<file path="src/logic/io_defs.svh">
// bank map and timing constants; SEG_REFRESH must exceed one full shift frame plus two reads
`ifndef IO_DEFS_SVH
`define IO_DEFS_SVH

// bank geometry
`define IO_ADDR_W 3
`define IO_DATA_W 16
`define IO_LED_W 8
`define IO_SWT_W 8
`define KB_CODE_W 8
`define SEG_FRAME_W 32

// register addresses
`define REG_LED 3'd0
`define REG_SEG_LO 3'd1
`define REG_SEG_HI 3'd2
`define REG_KB 3'd3
`define REG_SWT 3'd4

// keyboard status flags, above the scan code byte
`define KB_VALID_BIT 8
`define KB_OVF_BIT 9
`define KB_PERR_BIT 10

// equal ps2 clock samples before a level is accepted
`define PS2_FILT 4
// clk200m cycles per half period of seg_clk
`define SEG_DIV 8
// cycles between display frame starts
`define SEG_REFRESH 2048

`endif

</file>
<file path="src/logic/io_pkg.sv">
// bus types for the shared I/O bank; widths come from io_defs.svh
`include "io_defs.svh"

package io_pkg;

    typedef logic [`IO_ADDR_W-1:0] io_addr_t;
    typedef logic [`IO_DATA_W-1:0] io_word_t;
    typedef logic [`KB_CODE_W-1:0] kb_code_t;
    typedef logic [`SEG_FRAME_W-1:0] seg_frame_t;

    // kb word layout: code in [7:0], valid/ovf/perr flags at the KB_*_BIT positions
    localparam io_word_t KB_PERR_WORD = io_word_t'(1) << `KB_PERR_BIT;

    typedef enum logic [1:0] {IDLE, DATA, PARITY, STOP} ps2_state_t;
    typedef enum logic [1:0] {WAIT, READ_LO, READ_HI, SHIFT} seg_state_t;

    // bus master index
    typedef logic [1:0] master_id_t;
    localparam master_id_t M_HOST = 2'd0;
    localparam master_id_t M_PS2 = 2'd1;
    localparam master_id_t M_SEG = 2'd2;

endpackage

</file>
<file path="src/logic/io_regfile.sv">
// single-port bank; reading REG_KB clears the whole kb word, REG_SWT ignores writes
`include "io_defs.svh"

module io_regfile import io_pkg::*; (
    input  logic                 clk200m,
    input  logic                 rst,
    input  logic                 bus_sel,
    input  logic                 bus_we,
    input  io_addr_t             bus_addr,
    input  io_word_t             bus_wdata,
    input  master_id_t           bus_master,
    output io_word_t             rdata,
    input  logic [`IO_SWT_W-1:0] swt,
    output logic [`IO_LED_W-1:0] leds
);

    io_word_t led_q;
    io_word_t seg_lo_q;
    io_word_t seg_hi_q;
    io_word_t kb_q;
    logic [`IO_SWT_W-1:0] swt_meta;
    logic [`IO_SWT_W-1:0] swt_sync;

    logic rd_en;
    logic wr_en;

    assign rd_en = bus_sel && !bus_we;
    assign wr_en = bus_sel && bus_we;
    assign leds = led_q[`IO_LED_W-1:0];

    // control side: led register and kb status
    always_ff @(posedge clk200m or posedge rst) begin
        if (rst) begin
            led_q <= '0;
            kb_q <= '0;
        end else if (rd_en && bus_addr == `REG_KB) begin
            // read consumes the code and all flags
            kb_q <= '0;
        end else if (wr_en) begin
            if (bus_addr == `REG_LED) begin
                led_q <= bus_wdata;
            end
            // only the ps2 receiver may post to the kb word
            if (bus_addr == `REG_KB && bus_master == M_PS2) begin
                if (bus_wdata[`KB_PERR_BIT]) begin
                    kb_q[`KB_PERR_BIT] <= 1'b1;
                end else begin
                    kb_q[`KB_CODE_W-1:0] <= bus_wdata[`KB_CODE_W-1:0];
                    kb_q[`KB_VALID_BIT] <= 1'b1;
                    // unread code overwritten
                    if (kb_q[`KB_VALID_BIT]) begin
                        kb_q[`KB_OVF_BIT] <= 1'b1;
                    end
                end
            end
        end
    end

    // display words, read data and switch sync
    always_ff @(posedge clk200m) begin
        swt_meta <= swt;
        swt_sync <= swt_meta;
        if (wr_en && bus_addr == `REG_SEG_LO) begin
            seg_lo_q <= bus_wdata;
        end
        if (wr_en && bus_addr == `REG_SEG_HI) begin
            seg_hi_q <= bus_wdata;
        end
        if (rd_en) begin
            case (bus_addr)
                `REG_LED:    rdata <= led_q;
                `REG_SEG_LO: rdata <= seg_lo_q;
                `REG_SEG_HI: rdata <= seg_hi_q;
                `REG_KB:     rdata <= kb_q;
                `REG_SWT:    rdata <= io_word_t'(swt_sync);
                default:     rdata <= '0;
            endcase
        end
    end

endmodule

</file>
<file path="src/logic/io_arbiter.sv">
// combinational round-robin grant; masters must drop req after gnt or they are granted again
`include "io_defs.svh"

module io_arbiter import io_pkg::*; (
    input  logic       clk200m,
    input  logic       rst,
    input  logic       host_req,
    input  logic       host_we,
    input  io_addr_t   host_addr,
    input  io_word_t   host_wdata,
    input  logic       ps2_req,
    input  io_word_t   ps2_wdata,
    input  logic       seg_req,
    input  io_addr_t   seg_addr,
    output logic       host_gnt,
    output logic       ps2_gnt,
    output logic       seg_gnt,
    output logic       host_rvalid,
    output logic       seg_rvalid,
    output logic       bus_sel,
    output logic       bus_we,
    output io_addr_t   bus_addr,
    output io_word_t   bus_wdata,
    output master_id_t bus_master
);

    master_id_t last_q;
    master_id_t cand;
    logic [2:0] req_vec;

    function automatic master_id_t next_id(input master_id_t m);
        return (m == M_SEG) ? M_HOST : master_id_t'(m + 2'd1);
    endfunction

    assign req_vec = {seg_req, ps2_req, host_req};

    // walk the three masters starting after the last winner
    always_comb begin
        cand = last_q;
        bus_master = last_q;
        bus_sel = 1'b0;
        for (int i = 0; i < 3; i++) begin
            cand = next_id(cand);
            if (!bus_sel && req_vec[cand]) begin
                bus_master = cand;
                bus_sel = 1'b1;
            end
        end
    end

    assign host_gnt = bus_sel && bus_master == M_HOST;
    assign ps2_gnt = bus_sel && bus_master == M_PS2;
    assign seg_gnt = bus_sel && bus_master == M_SEG;

    // ps2 always posts to REG_KB, seg only reads
    assign bus_we = host_gnt ? host_we : ps2_gnt;
    assign bus_addr = host_gnt ? host_addr : (ps2_gnt ? `REG_KB : seg_addr);
    assign bus_wdata = host_gnt ? host_wdata : (ps2_gnt ? ps2_wdata : '0);

    always_ff @(posedge clk200m or posedge rst) begin
        if (rst) begin
            last_q <= M_SEG;
            host_rvalid <= 1'b0;
            seg_rvalid <= 1'b0;
        end else begin
            if (bus_sel) begin
                last_q <= bus_master;
            end
            // rdata lands one cycle after a read grant
            host_rvalid <= host_gnt && !host_we;
            seg_rvalid <= seg_gnt;
        end
    end

endmodule

</file>
<file path="src/logic/ps2_rx.sv">
// ps2 device-to-host frames only; a frame completing while req is pending is dropped
`include "io_defs.svh"

module ps2_rx import io_pkg::*; (
    input  logic     clk200m,
    input  logic     rst,
    input  logic     ps2_clk,
    input  logic     ps2_data,
    output logic     req,
    output io_word_t wdata,
    input  logic     gnt
);

    localparam int FILT = `PS2_FILT;

    logic [1:0] clk_sync;
    logic [1:0] data_sync;
    logic [FILT-1:0] filt_q;
    logic clk_f;
    logic fall;

    ps2_state_t state;
    logic [2:0] bit_cnt;
    kb_code_t shreg;
    logic par_ok;

    // filtered clock drops once FILT low samples are seen
    assign fall = clk_f && filt_q == '0;

    always_ff @(posedge clk200m or posedge rst) begin
        if (rst) begin
            clk_sync <= 2'b11;
            data_sync <= 2'b11;
            filt_q <= '1;
            clk_f <= 1'b1;
        end else begin
            clk_sync <= {clk_sync[0], ps2_clk};
            data_sync <= {data_sync[0], ps2_data};
            filt_q <= {filt_q[FILT-2:0], clk_sync[1]};
            if (fall) begin
                clk_f <= 1'b0;
            end else if (!clk_f && filt_q == '1) begin
                clk_f <= 1'b1;
            end
        end
    end

    // frame fsm, stepped on each filtered falling edge
    always_ff @(posedge clk200m or posedge rst) begin
        if (rst) begin
            state <= IDLE;
            bit_cnt <= '0;
            req <= 1'b0;
        end else begin
            if (gnt) begin
                req <= 1'b0;
            end
            if (fall) begin
                case (state)
                    IDLE: begin
                        // start bit is low
                        if (!data_sync[1]) begin
                            state <= DATA;
                            bit_cnt <= '0;
                        end
                    end
                    DATA: begin
                        bit_cnt <= bit_cnt + 3'd1;
                        if (bit_cnt == 3'd7) begin
                            state <= PARITY;
                        end
                    end
                    PARITY: state <= STOP;
                    STOP: begin
                        state <= IDLE;
                        if (!req) begin
                            req <= 1'b1;
                        end
                    end
                    default: state <= IDLE;
                endcase
            end
        end
    end

    // payload path
    always_ff @(posedge clk200m) begin
        if (fall) begin
            if (state == DATA) begin
                // lsb first
                shreg <= {data_sync[1], shreg[`KB_CODE_W-1:1]};
            end
            if (state == PARITY) begin
                // odd parity over code and parity bit
                par_ok <= ^{shreg, data_sync[1]};
            end
            if (state == STOP && !req) begin
                if (par_ok && data_sync[1]) begin
                    wdata <= io_word_t'(shreg);
                end else begin
                    wdata <= KB_PERR_WORD;
                end
            end
        end
    end

endmodule

</file>
<file path="src/logic/seg_refresh.sv">
// frame = {REG_SEG_HI, REG_SEG_LO} msb first; the two reads are not atomic against host writes
`include "io_defs.svh"

module seg_refresh import io_pkg::*; (
    input  logic     clk200m,
    input  logic     rst,
    output logic     req,
    output io_addr_t addr,
    input  logic     gnt,
    input  logic     rvalid,
    input  io_word_t rdata,
    output logic     seg_clk,
    output logic     seg_clrn,
    output logic     seg_dout,
    output logic     seg_en
);

    localparam int REF_W = $clog2(`SEG_REFRESH);
    localparam int DIV_W = $clog2(`SEG_DIV);

    logic [REF_W-1:0] ref_cnt;
    logic [DIV_W-1:0] div_cnt;
    logic [4:0] bit_cnt;
    logic granted;
    seg_state_t state;
    seg_frame_t frame;

    // request held in a read state until granted
    assign req = (state == READ_LO || state == READ_HI) && !granted;
    assign addr = (state == READ_HI) ? `REG_SEG_HI : `REG_SEG_LO;
    assign seg_dout = frame[`SEG_FRAME_W-1];

    always_ff @(posedge clk200m or posedge rst) begin
        if (rst) begin
            ref_cnt <= '0;
            div_cnt <= '0;
            bit_cnt <= '0;
            granted <= 1'b0;
            state <= WAIT;
            frame <= '0;
            seg_clk <= 1'b0;
            seg_en <= 1'b0;
            seg_clrn <= 1'b0;
        end else begin
            seg_clrn <= 1'b1;
            // free-running frame timer
            ref_cnt <= ref_cnt + 1'b1;
            if (gnt) begin
                granted <= 1'b1;
            end
            case (state)
                WAIT: begin
                    if (ref_cnt == REF_W'(`SEG_REFRESH - 1)) begin
                        state <= READ_LO;
                    end
                end
                READ_LO: begin
                    if (rvalid) begin
                        frame[`IO_DATA_W-1:0] <= rdata;
                        granted <= 1'b0;
                        state <= READ_HI;
                    end
                end
                READ_HI: begin
                    if (rvalid) begin
                        frame[`SEG_FRAME_W-1:`IO_DATA_W] <= rdata;
                        granted <= 1'b0;
                        div_cnt <= '0;
                        bit_cnt <= '0;
                        seg_clk <= 1'b0;
                        seg_en <= 1'b1;
                        state <= SHIFT;
                    end
                end
                SHIFT: begin
                    if (div_cnt == DIV_W'(`SEG_DIV - 1)) begin
                        div_cnt <= '0;
                        seg_clk <= !seg_clk;
                        // next bit goes out on the falling edge
                        if (seg_clk) begin
                            if (bit_cnt == 5'd31) begin
                                seg_en <= 1'b0;
                                state <= WAIT;
                            end else begin
                                bit_cnt <= bit_cnt + 5'd1;
                                frame <= {frame[`SEG_FRAME_W-2:0], 1'b0};
                            end
                        end
                    end else begin
                        div_cnt <= div_cnt + 1'b1;
                    end
                end
                default: state <= WAIT;
            endcase
        end
    end

endmodule

</file>
<file path="src/logic/io_top.sv">
// host port follows the bank timing: req held until gnt, rdata valid with host_rvalid
`include "io_defs.svh"

module io_top import io_pkg::*; (
    input  logic                 clk200m,
    input  logic                 rst,
    input  logic                 host_req,
    input  logic                 host_we,
    input  io_addr_t             host_addr,
    input  io_word_t             host_wdata,
    output logic                 host_gnt,
    output logic                 host_rvalid,
    output io_word_t             host_rdata,
    input  logic                 ps2_clk,
    input  logic                 ps2_data,
    input  logic [`IO_SWT_W-1:0] swt,
    output logic [`IO_LED_W-1:0] leds,
    output logic                 seg_clk,
    output logic                 seg_clrn,
    output logic                 seg_dout,
    output logic                 seg_en
);

    // bank side
    logic bus_sel;
    logic bus_we;
    io_addr_t bus_addr;
    io_word_t bus_wdata;
    master_id_t bus_master;

    // peripheral masters
    logic ps2_req;
    logic ps2_gnt;
    io_word_t ps2_wdata;
    logic seg_req;
    logic seg_gnt;
    logic seg_rvalid;
    io_addr_t seg_addr;

    io_arbiter i_io_arbiter (
        .clk200m     (clk200m),
        .rst         (rst),
        .host_req    (host_req),
        .host_we     (host_we),
        .host_addr   (host_addr),
        .host_wdata  (host_wdata),
        .ps2_req     (ps2_req),
        .ps2_wdata   (ps2_wdata),
        .seg_req     (seg_req),
        .seg_addr    (seg_addr),
        .host_gnt    (host_gnt),
        .ps2_gnt     (ps2_gnt),
        .seg_gnt     (seg_gnt),
        .host_rvalid (host_rvalid),
        .seg_rvalid  (seg_rvalid),
        .bus_sel     (bus_sel),
        .bus_we      (bus_we),
        .bus_addr    (bus_addr),
        .bus_wdata   (bus_wdata),
        .bus_master  (bus_master)
    );

    // shared read bus goes to the host and the refresher
    io_regfile i_io_regfile (
        .clk200m    (clk200m),
        .rst        (rst),
        .bus_sel    (bus_sel),
        .bus_we     (bus_we),
        .bus_addr   (bus_addr),
        .bus_wdata  (bus_wdata),
        .bus_master (bus_master),
        .rdata      (host_rdata),
        .swt        (swt),
        .leds       (leds)
    );

    ps2_rx i_ps2_rx (
        .clk200m  (clk200m),
        .rst      (rst),
        .ps2_clk  (ps2_clk),
        .ps2_data (ps2_data),
        .req      (ps2_req),
        .wdata    (ps2_wdata),
        .gnt      (ps2_gnt)
    );

    seg_refresh i_seg_refresh (
        .clk200m  (clk200m),
        .rst      (rst),
        .req      (seg_req),
        .addr     (seg_addr),
        .gnt      (seg_gnt),
        .rvalid   (seg_rvalid),
        .rdata    (host_rdata),
        .seg_clk  (seg_clk),
        .seg_clrn (seg_clrn),
        .seg_dout (seg_dout),
        .seg_en   (seg_en)
    );

endmodule

</file>
<file path="config.mk">
export PLATFORM = sky130hd
export DESIGN_NAME = io_top
export DESIGN_NICKNAME = d
export VERILOG_FILES = /design/src/logic/io_pkg.sv /design/src/logic/io_regfile.sv /design/src/logic/io_arbiter.sv /design/src/logic/ps2_rx.sv /design/src/logic/seg_refresh.sv /design/src/logic/io_top.sv
export VERILOG_INCLUDE_DIRS = /design/src /design/src/logic
export SDC_FILE = /design/constraint.sdc
export NUM_CORES = 1
export LEC_CHECK = 0
export ABC_AREA = 0
export BUFFER_PORTS_ARGS = -buffer_cell sky130_fd_sc_hd__buf_2
export CAP_MARGIN = 20
export CORE_AREA = 3 3 143 200
export CTS_BUF_LIST = sky130_fd_sc_hd__clkbuf_8
export DETAILED_ROUTE_END_ITERATION = 16
export DIE_AREA = 0 0 146 203
export GPL_TIMING_DRIVEN = 1
export PLACE_DENSITY = 0.43
export SLEW_MARGIN = 30
export SYNTH_ARGS = -nofsm -noshare
export SYNTH_HDL_FRONTEND = slang
export SYNTH_HIERARCHICAL = 1
export SYNTH_SLANG_ARGS = --single-unit
</file>
<file path="constraint.sdc">
create_clock -name clk200m -period 3.38 [get_ports clk200m]
set_input_delay 0.338 -clock clk200m [delete_from_list [all_inputs] [get_ports clk200m]]
set_output_delay 0.338 -clock clk200m [all_outputs]
set_load 0.02 [all_outputs]
</file>
; ---- Yosys cells after proc, flatten, opt, wreduce, memory -nomap -nowiden
; Index checks and enable logic that the tools add are counted.
[totals]
ff_bits = 192
inputBits = 33
wordCells = 202
[op_classes]
addsub = 7
magnitude_cmp = 3
n_eq_ne = 30
n_mux = 72
n_bitwise = 1
reduce_logical = 56
[ops]
columns = operator, n
row1 = 32-bit 2-to-1 mux, 3
row2 = 16-bit case mux with 5 select lines, 1
row3 = 16-bit case mux with 2 select lines, 2
row4 = 16-bit 2-to-1 mux, 3
row5 = 11-bit 2-to-1 mux, 4
row6 = 2-bit 2-to-1 mux, 15
row7 = 1-bit 2-to-1 mux, 24
row8 = 5-bit 2-to-1 mux, 4
row9 = 3-bit AND reduction, 6
row10 = 1-bit logical AND, 17
row11 = "2-bit equality test, second input constant", 8
row12 = 2-bit case mux with 4 select lines, 2
row13 = 2-bit nonzero test, 8
row14 = 3-bit 2-to-1 mux, 5
row15 = 5-bit AND reduction, 3
row16 = 3-bit case mux with 2 select lines, 2
row17 = "11-bit by 1-bit adder with 11-bit output, second input constant", 1
row18 = "11-bit equality test, second input constant", 1
row19 = 10-bit 2-to-1 mux, 1
row20 = "2-bit by 1-bit != test with 1-bit output, second input constant", 5
row21 = "2-bit != test, second input constant", 5
row22 = 5-bit case mux with 2 select lines, 1
row23 = "3-bit equality test, second input constant", 3
row24 = "2-bit by 3-bit less-than comparator with 1-bit output, second input constant", 3
row25 = 21 further kinds, 42

; ---- Logic depth before layout (Yosys ltp)
; Gate-level depths: netlist of the first run.
[depth]
word_depth = 21
mapped_depth = 13

; ---- Hierarchy
; The synthesis of the first run kept the hierarchy.
[modules_own_cells]
columns = mod, n_inst, cells_each, area_each_um2
row1 = io_regfile, 1, 217, 3483.3
row2 = seg_refresh, 1, 274, 2690.1
row3 = ps2_rx, 1, 89, 1372.6
row4 = io_arbiter, 1, 49, 470.5

; ---- Worst setup path after synthesis of the first run
; Ideal clock, no wire load.
[synth_path]
path_type = reg-to-reg
start = register i_seg_refresh.state[1]
end = register i_io_regfile.seg_hi_q[0], enable pin
setup_ns = 0.413
arrival_ns = 3.339
path_slack_ns = -0.372
path_stages_with_launch = 10
period_less_slack_ns = 3.752
path_cell_list = dfrtp_1 -> inv_1 -> ha_1 -> nor2b_1 -> nor2b_1 -> a22o_1 -> buf_4 -> a2bb2oi_1 -> clkbuf_1 -> nor3b_1
[synth_via]
word_cells_on_any_way = 31
classes_between = eq/ne: 4 / mux: 16 / reduce/logical: 11
[synth_rtl]
columns = element, line
row1 = start: declaration, seg_refresh.sv:25  ; seg_state_t state;
row2 = start signal: assignment, seg_refresh.sv:39  ; state <= WAIT;
row3 = start signal: assignment, seg_refresh.sv:54  ; state <= READ_LO;
row4 = start signal: assignment, seg_refresh.sv:61  ; state <= READ_HI;
row5 = 2-bit by 1-bit equality test with 1-bit output or 2-bit equality test (tied branches), seg_refresh.sv:29  ; assign req = (state == READ_LO || state == READ_HI) && !granted;
row6 = 1-bit logical OR (*), seg_refresh.sv:29
row7 = 1-bit logical AND (*), seg_refresh.sv:29
row8 = named net seg_req, io_top.sv:35  ; logic seg_req;
row9 = 1-bit binary-select mux with 2-bit select, io_arbiter.sv:44  ; if (!bus_sel && req_vec[cand]) begin
row10 = 1-bit 2-to-1 mux (implied by the code), io_arbiter.sv:44
row11 = 1-bit 2-to-1 mux, io_arbiter.sv:44
row12 = 1-bit logical NOT, io_arbiter.sv:44
row13 = [4 not listed], -
row14 = 2-bit 2-to-1 mux, io_arbiter.sv:44
row15 = 2-bit logical NOT, io_arbiter.sv:51  ; assign host_gnt = bus_sel && bus_master == M_HOST;
row16 = 1-bit logical AND (*), io_arbiter.sv:51
row17 = named net host_gnt, io_top.sv:11  ; output logic host_gnt,
row18 = 3-bit 2-to-1 mux (*), io_arbiter.sv:57  ; assign bus_addr = host_gnt ? host_addr : (ps2_gnt ? `REG_KB : seg_addr);
row19 = named net bus_addr[1], io_top.sv:27  ; io_addr_t bus_addr;
row20 = 3-bit by 2-bit equality test with 1-bit output (no line) (*), -
row21 = 1-bit logical AND (no line) (*), -
row22 = end signal: assignment, io_regfile.sv:67  ; seg_hi_q <= bus_wdata;
row23 = end: declaration, io_regfile.sv:19  ; io_word_t seg_hi_q;
; Mark *: on every way through the listed nets, which the timed path passes. The rest lies on a longest branch. The select of a mux whose other input is x is not followed.
; A chain may end at the register's enable or synchronous reset.

; ---- Worst setup path after layout of the first run
[layout_path]
start = register i_seg_refresh.state[0]
end = register i_io_regfile.led_q[0]
[layout_via]
elab_chain_len = 20
word_cells_on_any_way = 38
classes_between = eq/ne: 4 / mux: 18 / bitwise: 1 / reduce/logical: 15
[layout_rtl]
columns = element, line
row1 = 2-bit by 1-bit equality test with 1-bit output or 2-bit equality test (tied branches), seg_refresh.sv:29
row2 = 1-bit logical OR (*), seg_refresh.sv:29
row3 = 1-bit logical AND (*), seg_refresh.sv:29
row4 = named net seg_req, io_top.sv:35
row5 = 1-bit binary-select mux with 2-bit select, io_arbiter.sv:44
row6 = 1-bit 2-to-1 mux (implied by the code), io_arbiter.sv:44
row7 = 1-bit 2-to-1 mux, io_arbiter.sv:44
row8 = 1-bit logical NOT, io_arbiter.sv:44
row9 = [6 not listed], -
row10 = 1-bit logical AND (on tied branches), "io_arbiter.sv:52, io_arbiter.sv:51"
row11 = 1-bit 2-to-1 mux (*), io_arbiter.sv:56  ; assign bus_we = host_gnt ? host_we : ps2_gnt;
row12 = named net bus_we, io_top.sv:26  ; logic bus_we;
row13 = 1-bit logical NOT, io_regfile.sv:27  ; assign rd_en = bus_sel && !bus_we;
row14 = 1-bit logical AND, io_regfile.sv:27
row15 = 1-bit logical AND (no line), -
row16 = 1-bit inverter (no line), -
row17 = 3-bit AND reduction (no line) (*), -
row18 = end signal: assignment, io_regfile.sv:41  ; led_q <= bus_wdata;
row19 = end: declaration, io_regfile.sv:17  ; io_word_t led_q;
; Marked as above.

==> results of run 1 <==
## stage by stage
stage               hold WS [ps]  util [%]  cells  instance area [um^2]
finish                      81.7      34.0   1077                  9140
global route                47.4      34.0   1077                  9140
CTS                         50.2      34.0   1077                  9140
detailed placement           293      32.1   1034                  8650
global placement             279      32.1   1034                  8650
floorplan                    103         -    635                  8050
## how the worst max path moves through the flow
stage                                                   from                            endpoint  slack, ps  cells past startpoint
after floorplan           i_seg_refresh/state[1]$_DFFE_PP0P_  i_io_regfile/seg_hi_q[0]$_DFFE_PP_        160                      9
after global placement    i_seg_refresh/state[0]$_DFFE_PP0P_   i_io_regfile/led_q[2]$_DFFE_PP0P_        390                     10
after detailed placement  i_seg_refresh/state[0]$_DFFE_PP0P_   i_io_regfile/led_q[4]$_DFFE_PP0P_        310                     10
after CTS                 i_seg_refresh/state[0]$_DFFE_PP0P_   i_io_regfile/led_q[4]$_DFFE_PP0P_        290                     10
after global routing      i_seg_refresh/state[0]$_DFFE_PP0P_   i_io_regfile/led_q[2]$_DFFE_PP0P_        110                     10
final                     i_seg_refresh/state[0]$_DFFE_PP0P_   i_io_regfile/led_q[0]$_DFFE_PP0P_        340                     10
## layer usage
metal | track usage (%) | wire length [um]
met5 | 0 | 20
met4 | 3.90 | 268
met3 | 3.15 | 671
met2 | 20.5 | 8880
met1 | 14.3 | 7220
## critical path: stages (launching register included)
cell	delay, ps
dfrtp_1	410
inv_1	140
ha_1	280
nor2b_1	160
nor2b_2	190
a21oi_1	380
a21o_1	320
nand3b_2	180
nor3_4	300
buf_4	230
mux2_2	340
## cells by family after synthesis
| family | synth area share (%) |
|---|---|
| other | 0.140 |
| AND/OR/NAND/NOR | 9.93 |
| AO/OA/AOI/OAI | 13.1 |
| XOR/XNOR | 2.03 |
| flip-flops | 61.0 |
| buffers and inverters | 4.93 |
| adder cells (fa/ha/maj) | 2.50 |
| multiplexers | 6.37 |
## sequential cells by signal (all words and copies together) (netlist names), 3 cells and up
signal                 count
i_io_regfile/kb_q         11
i_io_regfile/led_q        16
i_io_regfile/rdata        16
i_io_regfile/seg_hi_q     16
i_io_regfile/seg_lo_q     16
i_io_regfile/swt_meta      8
i_io_regfile/swt_sync      8
i_ps2_rx/bit_cnt           3
i_ps2_rx/filt_q            4
i_ps2_rx/shreg             8
i_ps2_rx/wdata             9
i_seg_refresh/bit_cnt      5
i_seg_refresh/div_cnt      3
i_seg_refresh/frame       32
i_seg_refresh/ref_cnt     11
## where the power goes
part / switching [mW] / internal (mW)
Clock: 0.852 / 0.601
Combinational: 0.740 / 0.509
Sequential: 0.161 / 2.63
## area by class of cell
cell class              count  area, um^2  share of cell area (%)
flip-flops and latches    185        4890                    53.5
inverters                  24        90.1                   0.985
multi-input cells         381        2780                    30.4
well taps                 365         457                    4.99
clock buffers              17         234                    2.56
clock inverters            15         146                    1.60
repair buffers             90         548                    5.99
## cells in the final DEF, fill, tap and decap left out, types with 4 or more instances in the layout
cell type       n
a21oi_1        70
a22o_1         17
a22o_2         14
a22oi_1         8
a32oi_1         9
and3_1          9
buf_2          62
buf_4          17
clkbuf_8       17
conb_1          9
dfrtp_1        93
dfstp_2        10
dfxtp_1        16
dlygate4sd3_1  11
edfxtp_1       66
ha_1           15
inv_1          23
inv_6           4
mux2_2         27
mux2i_1         9
nand2_1        16
nand3_1         8
nor2_1         46
nor2b_1        27
o21ai_0        17
or2_2           5
xnor2_1        14
==> results.yml, run 1 <==
routing:
  dr_total_vias: 4950
  drt-total-wl_um: 17100
  viasPerCell: 4.60
  dr.pass1.iters: 5
  drt_iter0_drc: 238
  drc: 0
  ant_nets: 0
  route.detailed.wl_per_inst_um: 15.8
synth:
  yosysUniqueCellTypes: 69
  netlist_instances: 629
  async_flop_share_pct: 55.7
  synth.top_cell.area_share_pct: 29.0
  synth_edf_count: 66
  synth_ff_type: "dfrtp_1"
  yosys_register_bits: 185
  yosysMostFrequentCell: "dfrtp_1"
  yosys.area.top_type: "dfrtp_1"
  ys_seq_area_share_pct: 61.0
  synthTopCellsByArea: "dfrtp_1 (29%), edfxtp_1 (25%), a21oi_1 (4.4%)"
  synth_area_per_cell_um2: 12.7
  synth_common_cells: "dfrtp_1 (93), a21oi_1 (70), edfxtp_1 (66)"
  netlist_area_um2: 8020
  ys_warn_count: 6
timing:
  fin_crit_ps: 3040
  maxSlewViolCount: 0
  worst_pin_slew_ps: 829
  fin_skew_ps: 18.1
  relSlewSlack_pct: 44.7
  grt_setup_unrepaired: "no"
  setup_viol: 0
  setup_ws_ps: 335
  timing.setup.tns_ps: 0
  fmax_mhz: 328
  hold_viol_final: 0
  min_period_over_period_pct: 90.1
worst_setup_path:
  worstSetupPathType: "reg -> reg"
  worst_r2r_endpoint: "i_io_regfile/led_q[0]$_DFFE_PP0P_"
  worst_setup_path_start_kind: "flip-flop"
  cp.required_ps: 3740
  r2r_start: "i_seg_refresh/state[0]$_DFFE_PP0P_"
  reg2regPathDepth: 10
  worst_setup_path_end_kind: "flip-flop"
  worstPathMaxFanout: 7
  r2r_slack_ps: 340
  worstPathArrival_ps: 3400
power:
  leakagePower_nw: 3.96
  ir_drop_mv: 0.262
  power_mw: 5.49
  power_density_nw_per_um2: 601
clock_tree:
  cts_resized: 0
  clk_latency_ps: 480
  clk_pin_slew_ps: 100
  hold_buffers: 11
  cts_setup_buffers: 0
  h-tree-depth: 4
  root_buffer: "clkbuf_8"
  cts_made_buffers: 17
  cts.path.max_buffers: 2
  cts_tree: "yes"
  cts.sinks: 185
finish:
  fillers: 2683
  area_growth_pct: 14.1
  num_antenna_cells: 0
  layout-drive-gt1-share_pct: 27.4
  nets: 748
die:
  pin_count: 63
  initial_core_util_pct: 29.8
  rows: 71
  die_w_um: 146
  die_y_um: 203
  coreArea_um2: 26900
  die_area_um2: 29600
status:
  status: "finished clean"
place:
  dp_hpwl_um: 12600
  gp_congestion: 0.760
  pre_cts_slack_ps: 312
  place.port_buffers: 62
grt:
  antenna_found_initial: 1
  overflow: 0
  grt_pass1_wl_um: 27600
  track_usage_pct: 11.8
  grt_pass1_vias: 5125
  grt_max_degree: 55
min_path:
  holdPathStages: 2
  worstHoldStart: "host_we"
  hold_class: "in -> reg"
  hold_path_end: "i_io_arbiter/host_rvalid$_DFF_PP0_"
run:
  cap_violations: 0
Note: power is estimated with default switching activity, not from simulation.
==> run 2: changes to the inputs <==
Settings changed: CORE_AREA 3 3 143 200 to 2 2 114 160, DIE_AREA 0 0 146 203 to 0 0 116 162, HOLD_SLACK_MARGIN set to 0.12, PLACE_DENSITY 0.43 to 0.62.
==> run 2 against run 1 <==
  * Total power grew 1.7%
  * Critical path depth shrank 1
  * Sequential share of layout area grew 0.50 points
  * Setup slack lost 58 ps
  * Sequential power is essentially flat
  * Fmax shrank 1.9%
  * Count of clock-buffer cells in the layout is the same
  * Clock power grew 7%
  * Register-to-register slack lost 60 ps
==> results.yml, run 2 (synthesis results as in run 1) <==
clock_tree:
  h-tree-depth: 4
  root_buffer: "clkbuf_8"
  cts_made_buffers: 17
  cts.path.max_buffers: 2
  cts_tree: "yes"
  cts.sinks: 185
  cts_setup_buffers: 0
  clk_pin_slew_ps: 100
  clk_latency_ps: 470
grt:
  track_usage_pct: 17.8
  overflow: 0
  use_met3_pct: 4.40
  grt_pass1_vias: 5169
  grt.met1_usage_pct: 21.7
  grt_pass1_wl_um: 25800
  grt_use_met2_pct: 29.9
  antenna_found_initial: 0
  grt_max_degree: 56
  grt-busiest-layer: "met2"
die:
  die_area_um2: 18800
  pin_count: 63
  coreArea_um2: 17300
  rows: 57
  initial_core_util_pct: 46.4
  die_w_um: 116
  die_y_um: 162
place:
  place.port_buffers: 62
  dp_hpwl_um: 11400
  gp_congestion: 0.794
  dpl-instance-area_um2: 8490
worst_setup_path:
  r2r_start: "i_seg_refresh/state[0]$_DFFE_PP0P_"
  worstPathArrival_ps: 3460
  worst_setup_path_start_kind: "flip-flop"
  worstPathMaxFanout: 9
  reg2regPathDepth: 9
  critPathMaxStageDelay_ps: 480
  critPathSlowestCell: "a2bb2oi_2"
  critPathTopFamily: "compound AO/OA/AOI/OAI gates"
  crit_start: "i_seg_refresh/state[0]$_DFFE_PP0P_"
  cp.required_ps: 3740
  crit_buf_inv: 1
  crit_end: "i_io_regfile/kb_q[2]$_DFFE_PP0P_"
  crit_chain: "inv_1, ha_1, nor2b_1, nor2b_2, a21oi_1, a2bb2oi_2, nand4b_2, a21o_1, a22o_1"
  r2r_slack_ps: 280
  cp.depth: 9
  worstSetupPathType: "reg -> reg"
  worst_r2r_endpoint: "i_io_regfile/kb_q[2]$_DFFE_PP0P_"
  worst_setup_path_end_kind: "flip-flop"
finish:
  num_antenna_cells: 0
  layout-drive-gt1-share_pct: 27.6
  multi_input_area_um2: 2780
  layout_commonest_cell: "dfrtp_1"
  fillers: 1558
  regMostFlops: "i_seg_refresh/frame"
  stdcell_area_um2: 9060
  seq_area_um2: 4890
  final_util_pct: 52.5
  area_growth_pct: 13.0
  nets: 750
  final_cell_mix: "dfrtp_1 (93), a21oi_1 (70), edfxtp_1 (66)"
  largest_reg_flops: 32
power:
  power_mw: 5.59
  power.clock.fraction_pct: 27.8
  ir_drop_mv: 0.318
  power_density_nw_per_um2: 617
  power.internal_mw: 3.84
  comb_power_share_pct: 22.2
  p_sw_share_pct: 31.2
  leakagePower_nw: 3.98
  seqPwrFrac_pct: 50.0
  power_switching_mw: 1.74
timing:
  worst_pin_slew_ps: 794
  timing.setup.tns_ps: 0
  grt_setup_unrepaired: "no"
  fin_crit_ps: 3100
  relSlewSlack_pct: 47.0
  setup_viol: 0
  fmax_mhz: 322
  maxSlewViolCount: 0
  hold_viol_final: 0
  fin_skew_ps: 12.7
  min_period_over_period_pct: 91.8
routing:
  drt-total-wl_um: 15400
  route.detailed.wl_per_inst_um: 16.2
  drt_iter0_drc: 275
  ant_nets: 0
  viasPerCell: 5.18
  dr.pass1.iters: 4
  dr_total_vias: 4923
  drc: 0
status:
  status: "finished clean"
min_path:
  hold_class: "in -> reg"
run:
  cap_violations: 0
## run 2: cell types whose count changed in the layout (fill, tap and decap cells not counted)
cell	before	now
inv_1	23	21
inv_8	1	3
clkinv_2	0	1
clkinvlp_4	1	2
clkinv_8	1	3
inv_2	3	2
bufinv_16	1	2
clkinv_4	3	1
inv_4	2	0
dlygate4sd3_1	11	13
## run 2: what timing repair did
action | in CTS | in global routing
hold endpoints to repair | 55 | 0
hold buffers | 13 | 0
gates resized for setup | 0 | 0
## run 2: worst min path at each step
| stage | endpoint | start | cells after the start |
|---|---|---|---|
| 4_1_cts | i_io_regfile/seg_lo_q[9]$_DFFE_PP_ | host_wdata[9] | 2 |
| 2_1_floorplan | i_io_arbiter/host_rvalid$_DFF_PP0_ | rst | 1 |
| 3_3_place_gp | i_io_arbiter/host_rvalid$_DFF_PP0_ | rst | 2 |
| 3_5_place_dp | i_io_arbiter/host_rvalid$_DFF_PP0_ | rst | 2 |
| 5_1_grt | i_io_regfile/seg_lo_q[9]$_DFFE_PP_ | host_wdata[9] | 2 |
| 6_report | i_io_regfile/seg_lo_q[9]$_DFFE_PP_ | host_wdata[9] | 2 |
## run 2: routing by layer
layer | routed length [um] | share of wire [%] | up-vias
li1 | - | - | 2381
met1 | 6630 | 43 | 2426
met2 | 7830 | 51 | 88
met3 | 511 | 3.3 | 28
met4 | 401 | 2.6 | 0
met5 | 0 | 0 | -
## run 2: area by class of cell
class	instances	area share (%)
repair buffers	92	6.27
well taps	236	3.26
clock inverters	15	2.22
clock buffers	17	2.58
inverters	24	1.01
flip-flops and latches	185	54.0
multi-input cells	381	30.6
## run 2: power groups by stage
stage	Combinational, mW	Sequential (mW)	Clock, mW
finish	1.24	2.79	1.55
global route	1.36	2.82	1.69
CTS	1.25	2.79	1.60
detailed placement	1.24	2.84	0
global placement	1.20	2.83	0
floorplan	0.885	2.86	0
## run 2: worst reg2reg max path, cell delays in order (launching register included)
cell and delay, ps:
dfrtp_1 400, inv_1 100, ha_1 340, nor2b_1 170, nor2b_2 190, a21oi_1 410
a2bb2oi_2 480, nand4b_2 320, a21o_1 330, a22o_1 260
## run 2: per-stage QoR
stage	std cells	setup WS [ps]	hold WS [ps]
3_5_place_dp	905	321	285
5_1_grt	950	61.1	186
2_1_floorplan	635	164	103
3_3_place_gp	905	495	274
6_report	950	278	207
4_1_cts	950	298	171
